--- src/rtl/autotest_uut_pkg.sv ---
// Operand and result formats of the unit under test.
// Field sizes are whole bytes, since they are loaded from the card.

package autotest_uut_pkg;

  localparam int IN_A_BYTES = 4;
  localparam int IN_B_BYTES = 4;
  localparam int RES_BYTES  = 4;

  typedef logic [IN_A_BYTES*8-1:0] in_a_t;
  typedef logic [IN_B_BYTES*8-1:0] in_b_t;
  typedef logic [RES_BYTES*8-1:0]  result_t;

endpackage
--- src/rtl/autotest_sd_pkg.sv ---
// SD card and test record layout for the self-test harness.
// One record per 512-byte block: signature, operand A, operand B
// and the expected result, packed back to back from byte 0.

package autotest_sd_pkg;

  localparam int BLOCK_BYTES = 512;

  typedef logic [9:0]  byte_idx_t;
  typedef logic [7:0]  sd_byte_t;
  typedef logic [31:0] block_addr_t;
  typedef logic [31:0] sig_t;
  typedef logic [31:0] err_count_t;

  // first record block on the card
  localparam block_addr_t START_BLOCK = 32'h0010_0000;

  // record mark with the first card byte most significant
  localparam sig_t SIGNATURE = 32'hAABB_CCDD;

  // byte offsets inside a block
  localparam int SIG_OFFSET = 0;
  localparam int A_OFFSET   = 4;
  localparam int B_OFFSET   = A_OFFSET + autotest_uut_pkg::IN_A_BYTES;
  localparam int EXP_OFFSET = B_OFFSET + autotest_uut_pkg::IN_B_BYTES;

endpackage

--- src/rtl/autotest_top.sv ---
// SD card driven self-test harness, top level.
// Reads test records from the card through the SPI host, loads the
// operands into the UUT, checks its result and counts the errors.

`timescale 1ns/100ps

module autotest_top (
  input  logic                         clk,
  input  logic                         rst,
  input  logic                         spi_busy_i,
  input  autotest_sd_pkg::sd_byte_t    spi_data_out_i,
  output autotest_sd_pkg::block_addr_t spi_block_addr_o,
  output logic                         spi_r_block_o,
  output logic                         spi_r_byte_o,
  output logic                         spi_rst_o,
  output logic                         uut_rst_o,
  input  logic                         uut_end_i,
  output autotest_uut_pkg::in_a_t      uut_in_a_o,
  output autotest_uut_pkg::in_b_t      uut_in_b_o,
  input  autotest_uut_pkg::result_t    uut_result_i,
  output autotest_sd_pkg::err_count_t  error_count_o,
  output logic                         halted_o
);

  import autotest_sd_pkg::*;
  import autotest_uut_pkg::*;

  logic      read_req;
  logic      read_ack;
  logic      byte_valid;
  byte_idx_t byte_idx;
  sd_byte_t  byte_data;
  sig_t      signature;
  result_t   expected;
  logic      check;

  sd_block_reader i_reader (
    .clk            (clk),
    .rst            (rst),
    .read_req_i     (read_req),
    .read_ack_o     (read_ack),
    .spi_busy_i     (spi_busy_i),
    .spi_data_out_i (spi_data_out_i),
    .spi_r_block_o  (spi_r_block_o),
    .spi_r_byte_o   (spi_r_byte_o),
    .byte_valid_o   (byte_valid),
    .byte_idx_o     (byte_idx),
    .byte_data_o    (byte_data)
  );

  // signature comes off the card most significant byte first
  field_loader #(.field_t(sig_t), .FIELD_OFFSET(SIG_OFFSET), .MSB_FIRST(1'b1)) i_sig_loader (
    .clk(clk), .rst(rst), .byte_valid_i(byte_valid), .byte_idx_i(byte_idx),
    .byte_data_i(byte_data), .field_o(signature)
  );

  field_loader #(.field_t(in_a_t), .FIELD_OFFSET(A_OFFSET), .MSB_FIRST(1'b0)) i_a_loader (
    .clk(clk), .rst(rst), .byte_valid_i(byte_valid), .byte_idx_i(byte_idx),
    .byte_data_i(byte_data), .field_o(uut_in_a_o)
  );

  field_loader #(.field_t(in_b_t), .FIELD_OFFSET(B_OFFSET), .MSB_FIRST(1'b0)) i_b_loader (
    .clk(clk), .rst(rst), .byte_valid_i(byte_valid), .byte_idx_i(byte_idx),
    .byte_data_i(byte_data), .field_o(uut_in_b_o)
  );

  field_loader #(.field_t(result_t), .FIELD_OFFSET(EXP_OFFSET), .MSB_FIRST(1'b0)) i_exp_loader (
    .clk(clk), .rst(rst), .byte_valid_i(byte_valid), .byte_idx_i(byte_idx),
    .byte_data_i(byte_data), .field_o(expected)
  );

  result_checker i_checker (
    .clk           (clk),
    .rst           (rst),
    .check_i       (check),
    .expected_i    (expected),
    .uut_result_i  (uut_result_i),
    .error_count_o (error_count_o)
  );

  test_sequencer i_sequencer (
    .clk          (clk),
    .rst          (rst),
    .spi_busy_i   (spi_busy_i),
    .spi_rst_o    (spi_rst_o),
    .read_req_o   (read_req),
    .read_ack_i   (read_ack),
    .signature_i  (signature),
    .uut_rst_o    (uut_rst_o),
    .uut_end_i    (uut_end_i),
    .check_o      (check),
    .block_addr_o (spi_block_addr_o),
    .halted_o     (halted_o)
  );

endmodule

--- src/rtl/test_sequencer.sv ---
// Test sequencer.
// Resets the SPI host, then per record: read the block, check the
// signature, run the UUT until its end flag, have the result checked
// and step to the next block. A bad signature halts the harness.

`timescale 1ns/100ps

module test_sequencer (
  input  logic                         clk,
  input  logic                         rst,
  input  logic                         spi_busy_i,
  output logic                         spi_rst_o,
  output logic                         read_req_o,
  input  logic                         read_ack_i,
  input  autotest_sd_pkg::sig_t        signature_i,
  output logic                         uut_rst_o,
  input  logic                         uut_end_i,
  output logic                         check_o,
  output autotest_sd_pkg::block_addr_t block_addr_o,
  output logic                         halted_o
);

  import autotest_sd_pkg::*;

  typedef enum logic [2:0] {
    S_SPI_RST,
    S_IDLE,
    S_READ,
    S_SIG,
    S_RUN,
    S_CHECK,
    S_ADVANCE,
    S_HALT
  } state_t;

  state_t      state_q;
  state_t      state_d;
  logic        spi_rst_q;
  block_addr_t addr_q;

  assign spi_rst_o    = spi_rst_q;
  assign read_req_o   = (state_q == S_READ);
  assign uut_rst_o    = (state_q != S_RUN);
  assign check_o      = (state_q == S_RUN) && uut_end_i;
  assign block_addr_o = addr_q;
  assign halted_o     = (state_q == S_HALT);

  always_comb begin
    state_d = state_q;
    case (state_q)
      // host acknowledges its reset by going busy
      S_SPI_RST:
        if (spi_busy_i)
          state_d = S_IDLE;
      S_IDLE:
        if (!spi_busy_i)
          state_d = S_READ;
      S_READ:
        if (read_ack_i)
          state_d = S_SIG;
      // let the reader finish the handshake first
      S_SIG:
        if (!read_ack_i) begin
          if (signature_i == SIGNATURE)
            state_d = S_RUN;
          else
            state_d = S_HALT;
        end
      S_RUN:
        if (uut_end_i)
          state_d = S_CHECK;
      S_CHECK:
        state_d = S_ADVANCE;
      S_ADVANCE:
        state_d = S_IDLE;
      S_HALT:
        state_d = S_HALT;
      default:
        state_d = S_HALT;
    endcase
  end

  always_ff @(posedge clk) begin
    if (rst) begin
      state_q   <= S_SPI_RST;
      spi_rst_q <= 1'b0;
      addr_q    <= START_BLOCK;
    end else begin
      state_q <= state_d;
      // host reset starts the cycle after release
      spi_rst_q <= (state_d == S_SPI_RST);
      // step while the checker count settles
      if (state_q == S_CHECK)
        addr_q <= addr_q + 1'b1;
    end
  end

endmodule

--- src/rtl/result_checker.sv ---
// Result checker.
// Compares the UUT result with the expected value of the record at
// the end of each run and counts the mismatches.

`timescale 1ns/100ps

module result_checker (
  input  logic                         clk,
  input  logic                         rst,
  input  logic                         check_i,
  input  autotest_uut_pkg::result_t    expected_i,
  input  autotest_uut_pkg::result_t    uut_result_i,
  output autotest_sd_pkg::err_count_t  error_count_o
);

  import autotest_sd_pkg::*;
  import autotest_uut_pkg::*;

  logic       mismatch;
  err_count_t err_count_q;

  // uut result is sampled in the end-flag cycle
  assign mismatch = (uut_result_i != expected_i);

  // count spans the whole card
  always_ff @(posedge clk) begin
    if (rst)
      err_count_q <= '0;
    else if (check_i && mismatch)
      err_count_q <= err_count_q + 1'b1;
  end

  assign error_count_o = err_count_q;

endmodule

--- src/rtl/field_loader.sv ---
// Record field loader.
// Picks the bytes of one field out of the block byte stream and
// places each in its lane, lowest lane first or highest lane first.

`timescale 1ns/100ps

module field_loader #(
  parameter type field_t      = logic [31:0],
  parameter int  FIELD_OFFSET = 0,
  parameter bit  MSB_FIRST    = 1'b0
) (
  input  logic                       clk,
  input  logic                       rst,
  input  logic                       byte_valid_i,
  input  autotest_sd_pkg::byte_idx_t byte_idx_i,
  input  autotest_sd_pkg::sd_byte_t  byte_data_i,
  output field_t                     field_o
);

  import autotest_sd_pkg::*;

  localparam int        NBYTES = $bits(field_t) / 8;
  localparam byte_idx_t LO_IDX = byte_idx_t'(FIELD_OFFSET);
  localparam byte_idx_t HI_IDX = byte_idx_t'(FIELD_OFFSET + NBYTES);

  logic [$bits(field_t)-1:0] field_q;
  logic                      hit;
  byte_idx_t                 rel;
  byte_idx_t                 lane;

  assign hit  = byte_valid_i && (byte_idx_i >= LO_IDX) && (byte_idx_i < HI_IDX);
  assign rel  = byte_idx_i - LO_IDX;
  assign lane = MSB_FIRST ? byte_idx_t'(NBYTES - 1) - rel : rel;

  // each new block overwrites every lane of the field
  always_ff @(posedge clk) begin
    if (rst) begin
      field_q <= '0;
    end else if (hit) begin
      for (int l = 0; l < NBYTES; l++) begin
        if (lane == byte_idx_t'(l))
          field_q[l*8 +: 8] <= byte_data_i;
      end
    end
  end

  assign field_o = field_t'(field_q);

endmodule

--- src/rtl/sd_block_reader.sv ---
// SD block reader.
// Reads one block from the SPI host over its busy handshake and
// streams the bytes with their index. Started and finished by a
// four-phase req/ack exchange with the sequencer.

`timescale 1ns/100ps

module sd_block_reader (
  input  logic                      clk,
  input  logic                      rst,
  input  logic                      read_req_i,
  output logic                      read_ack_o,
  input  logic                      spi_busy_i,
  input  autotest_sd_pkg::sd_byte_t spi_data_out_i,
  output logic                      spi_r_block_o,
  output logic                      spi_r_byte_o,
  output logic                      byte_valid_o,
  output autotest_sd_pkg::byte_idx_t byte_idx_o,
  output autotest_sd_pkg::sd_byte_t byte_data_o
);

  import autotest_sd_pkg::*;

  typedef enum logic [2:0] {
    S_IDLE,
    S_BLOCK,
    S_BLOCK_WAIT,
    S_BYTE,
    S_BYTE_WAIT,
    S_ACK
  } state_t;

  localparam byte_idx_t LAST_IDX = byte_idx_t'(BLOCK_BYTES - 1);

  state_t    state_q;
  state_t    state_d;
  byte_idx_t cnt_q;
  logic      last_byte;

  // host data is valid in the cycle busy falls
  assign byte_valid_o = (state_q == S_BYTE_WAIT) && !spi_busy_i;
  assign byte_idx_o   = cnt_q;
  assign byte_data_o  = spi_data_out_i;
  assign last_byte    = (cnt_q == LAST_IDX);

  assign spi_r_block_o = (state_q == S_BLOCK) || (state_q == S_BLOCK_WAIT) ||
                         (state_q == S_BYTE) || (state_q == S_BYTE_WAIT);
  assign spi_r_byte_o  = (state_q == S_BYTE);
  assign read_ack_o    = (state_q == S_ACK);

  always_comb begin
    state_d = state_q;
    case (state_q)
      S_IDLE:
        if (read_req_i)
          state_d = S_BLOCK;
      S_BLOCK:
        if (spi_busy_i)
          state_d = S_BLOCK_WAIT;
      S_BLOCK_WAIT:
        if (!spi_busy_i)
          state_d = S_BYTE;
      S_BYTE:
        if (spi_busy_i)
          state_d = S_BYTE_WAIT;
      S_BYTE_WAIT:
        if (!spi_busy_i)
          state_d = last_byte ? S_ACK : S_BYTE;
      // hold ack until the sequencer lets go of req
      S_ACK:
        if (!read_req_i)
          state_d = S_IDLE;
      default:
        state_d = S_IDLE;
    endcase
  end

  always_ff @(posedge clk) begin
    if (rst) begin
      state_q <= S_IDLE;
      cnt_q   <= '0;
    end else begin
      state_q <= state_d;
      if (state_q == S_IDLE)
        cnt_q <= '0;
      else if (byte_valid_o)
        cnt_q <= cnt_q + 1'b1;
    end
  end

endmodule

--- config.mk ---
export PLATFORM = sky130hd
export DESIGN_NAME = autotest_top
export DESIGN_NICKNAME = d
export VERILOG_FILES = /design/src/rtl/autotest_uut_pkg.sv /design/src/rtl/autotest_sd_pkg.sv /design/src/rtl/autotest_top.sv /design/src/rtl/test_sequencer.sv /design/src/rtl/result_checker.sv /design/src/rtl/field_loader.sv /design/src/rtl/sd_block_reader.sv
export SDC_FILE = /design/constraint.sdc
export NUM_CORES = 1
export LEC_CHECK = 0
export BUFFER_PORTS_ARGS = -buffer_cell sky130_fd_sc_hd__buf_2
export CORE_UTILIZATION = 60
export DETAILED_ROUTE_END_ITERATION = 8
export GPL_ROUTABILITY_DRIVEN = 0
export GPL_TIMING_DRIVEN = 0
export MAX_ROUTING_LAYER = met4
export PLACE_DENSITY_LB_ADDON = 0.25
export SLEW_MARGIN = 20
export SYNTH_ARGS = -nofsm -noshare
export SYNTH_HDL_FRONTEND = slang
export SYNTH_SLANG_ARGS = --single-unit
--- constraint.sdc ---
create_clock -name clk -period 3.9 [get_ports clk]
set_input_delay 0.975 -clock clk [delete_from_list [all_inputs] [get_ports clk]]
set_output_delay 0.975 -clock clk [all_outputs]
set_load 0.02 [all_outputs]
==> impl_results.md <==
- Yosys top cell area share: 43.1%
- Hpwl dp: 17000 um
- CTS root buffer: clkbuf_16
- # setup viols final: 0
- CTS tree: yes
- Data arrival time of the worst path: 3.13 ns
- Vias post-DR: 8189
- Post-CTS sizing: 0
- Yosys warns: 0
- TNS Setup: 0 ns
- Status: completed
- Delay-heaviest family, CP: simple AND/OR/NAND/NOR gates
- Period Utilization, post-route: 70.1%
- Number of I/O pins: 177
- Final #Nets: 1280
- # fillers: 1185
- Total clock sinks: 209
- Post-CTS Hold Fix Bufs: 0
- Sequential share of the synthesized area: 43.1%
- Post-Syn Instances: 1028
- Crit Path Class: input pin to flip-flop
- Synth area leader: dfxtp_1
- Worst Skew: 0.0175 ns
- Clock power share: 47.7%
- Post-CTS Setup Inserts: 0
- Chip Height: 129 um
- Int Pwr: 0.00349 W
- Global-route wire length before repair: 39000 um
- CP peak stage delay: 0.85 ns
- Unrepaired setup endpoints after global routing: no
- First-pass DRT Iterations: 5
- DIE AREA: 16700 um2
- Pwr Density: 389 nW/um2
- Clock transition at the registers of the reported paths: 0.06 ns
- Slew HR: 32.0%
- Post-route cell area: 11600 um2
- Max Cap Viol: 0
- Fraction of layout cells with a size suffix above 1: 23.0%
- Post-route DRC: 0
- Net Switching: 0.00103 W
- GR Util All Layers: 30.4%
- Total gr overflow: 0
- Placed inst area: 10800 um2
- Fin. Hold Viols: 0
- Initial drt markers: 450
- Switching share of total power: 22.8%
- Worst path bufs/invs: 2
- Worst-skew pair later-pin latency: 0.52 ns
- Fin Hold WS: 0.491 ns
- Horiz. Die Dim: 129 um
- Design Power: 0.00451 W
- Leakage: 5.04 nW
- Critical-path top delay cell: nor4_1
- Yosys reg bits: 209
- Synthesized Nets: 1082
- Crit. End Element: flip-flop
- Routed len/inst: 17.0 um
- Drt via density: 5.62
- H-tree depth: 1
- Worst slew pin tran: 1.01 ns
- Fmax: 366 MHz
- Initial antenna violation count: 1
- Post-synth EDFFs: 0
- Hold Crit Class: flip-flop to flip-flop
- Crit-path cells: buf_2 > xnor2_1 > nand4_1 > nor4_1 > clkbuf_1 > a21oi_1 > mux2_2
- Syn Area/Cell: 9.43 um2
- Async SR Flop Fraction: 0%
- Layout Utilization: 73.2%
- Reg power frac: 47.6%
- Port Buf Inserts: 174
- Detail Route Antenna Nets: 0
- Top_reg_cell synth: dfxtp_1
- CP Launch Type: input pin
- Crit-path max FO: 10
- Mapped Area: 9700 um2
- Worst EP required: 4.29 ns
- Pin count of the biggest net entering global routing: 15
- Top cells by area, synth: dfxtp_1 43%, mux2i_1 14%, nor2_1 8.3%, xnor2_1 4.7%, mux2_2 3.7%
- Routed WL: 24700 um
- Final Max Tran Viols: 0
- Worst VDD drop: 0.349 mV
- FP Rows: 46
- Comb power frac: 4.7%
- Vias in the first global route: 7670
- Clk buf depth: 3
- Initial cell density of the core: 61.3%
- Layout area overhead: 19.5%
- CTS buffer count: 22
- Count of cell types in the netlist: 60
- Fin crit period: 2.73 ns
- Core ar.: 15800 um2
==> worst reg2reg max path, delay by kind of cell, from the launching register on <==
kind,cells,cell delay (ns)
buffers and inverters,2,0.75
DFF,1,0.38
muxes,1,0.35
AOI/OAI and AO/OA,1,0.19
and+or+nand+nor,2,0.81
==> layout by cell type (no fill, tap or decap), types with 3 or more instances in the layout <==
cell type / n
a21oi_1: 43
clkinvlp_4: 3
and4_1: 6
nor2b_1: 37
xnor2_1: 52
clkbuf_16: 22
nand3_1: 27
nand2_1: 30
nor4_1: 6
nand3_2: 5
buf_1: 4
dfxtp_1: 209
clkbuf_1: 47
buf_2: 179
o21ai_0: 11
ha_1: 10
or3_1: 7
nand2b_1: 3
mux2i_1: 131
and2_1: 4
xor2_1: 11
nor3_1: 13
nor2_1: 214
nor3_4: 9
o2111ai_4: 4
inv_1: 14
nand4_1: 33
and3_1: 17
clkbuf_8: 5
mux2_2: 32
buf_4: 3
nand4b_1: 6
==> stage by stage <==
step / cells / worst slack [ns]
floorplan: 1028 / 1.30
global placement: 1418 / 0.723
detailed placement: 1418 / 0.658
CTS: 1457 / 1.14
global route: 1458 / 1.02
finish: 1458 / 1.17
==> power by group through the flow <==
stage	combinational [W]	clock [W]	sequential [W]
floorplan	0.000118	0	0.00220
global placement	0.000205	0	0.00220
detailed placement	0.000207	0	0.00220
CTS	0.000210	0.00217	0.00215
global route	0.000227	0.00226	0.00215
finish	0.000211	0.00215	0.00215
==> cells in the mapped netlist (3+ instances only) <==
cell       count
or3_1          7
nand3_2        5
and3_1        17
nand3_1       27
xor2_1        11
nand4b_1       6
dfxtp_1      209
nand2_1       30
nand2b_1       3
nor4_1         6
clkbuf_1      43
buf_1          4
mux2_2        32
a21oi_1       43
xnor2_1       52
buf_2          5
o21ai_0       11
and4_1         6
nor2_1       214
nor3_1        13
buf_4          3
mux2i_1      131
o2111ai_4      4
nand4_1       33
and2_1         4
inv_1         14
ha_1          10
nor3_4         9
nor2b_1       37
==> flip-flops by register name, indices dropped and copies added, names as in the netlist, 10 cells and up <==
signal,cells
i_a_loader.field_o,32
i_b_loader.field_o,32
i_checker.error_count_o,32
i_exp_loader.field_o,32
i_reader.byte_idx_o,10
i_sequencer.block_addr_o,32
i_sig_loader.field_o,32
==> final cells by class <==
| class | instances | area, um2 | share of cell area [%] |
|---|---|---|---|
| multi-input combinational | 748 | 5220 | 45.0 |
| sequential | 209 | 4180 | 36.1 |
| timing repair buffer | 174 | 871 | 7.51 |
| clock buffer | 31 | 634 | 5.47 |
| tap | 216 | 270 | 2.33 |
| buffer | 57 | 246 | 2.13 |
| clock inverter | 8 | 116 | 1.00 |
| inverter | 14 | 52.6 | 0.453 |
| antenna | 1 | 2.50 | 0.0216 |
==> kinds of logic after synthesis <==
family	after synthesis	synth area share [%]
AOI/OAI and AO/OA	70	4.90
xor gates and xnor gates	63	5.69
adders and majority gates	10	1.29
buffers and inverters	71	3.08
DFF	209	43.1
muxes	163	17.2
and+or+nand+nor	442	24.7
==> layer usage <==
layer  up-vias  wire, um  global-route usage (%)
met2       248     11700                    49.2
li1       3942         -                       -
met1      3937     10700                    37.6
met5         -         0                       -
met3        62      1620                    6.65
met4         0       713                    10.4
==> path summary, 6_finish.rpt <==
| check | start | slack, ns | depth (start not counted) | to |
|---|---|---|---|---|
| worst max-delay path | uut_result_i[30] | 1.17 | 7 | i_checker.error_count_o[20] |
| worst max register to register | i_sequencer.state_q[2] | 1.28 | 6 | i_checker.error_count_o[20] |
| worst min-delay path | i_a_loader.field_o[13] | 0.49 | 2 | i_a_loader.field_o[13] |
| worst min register to register | i_a_loader.field_o[13] | 0.49 | 2 | i_a_loader.field_o[13] |
No activity file was read; power rests on OpenSTA's default activity.
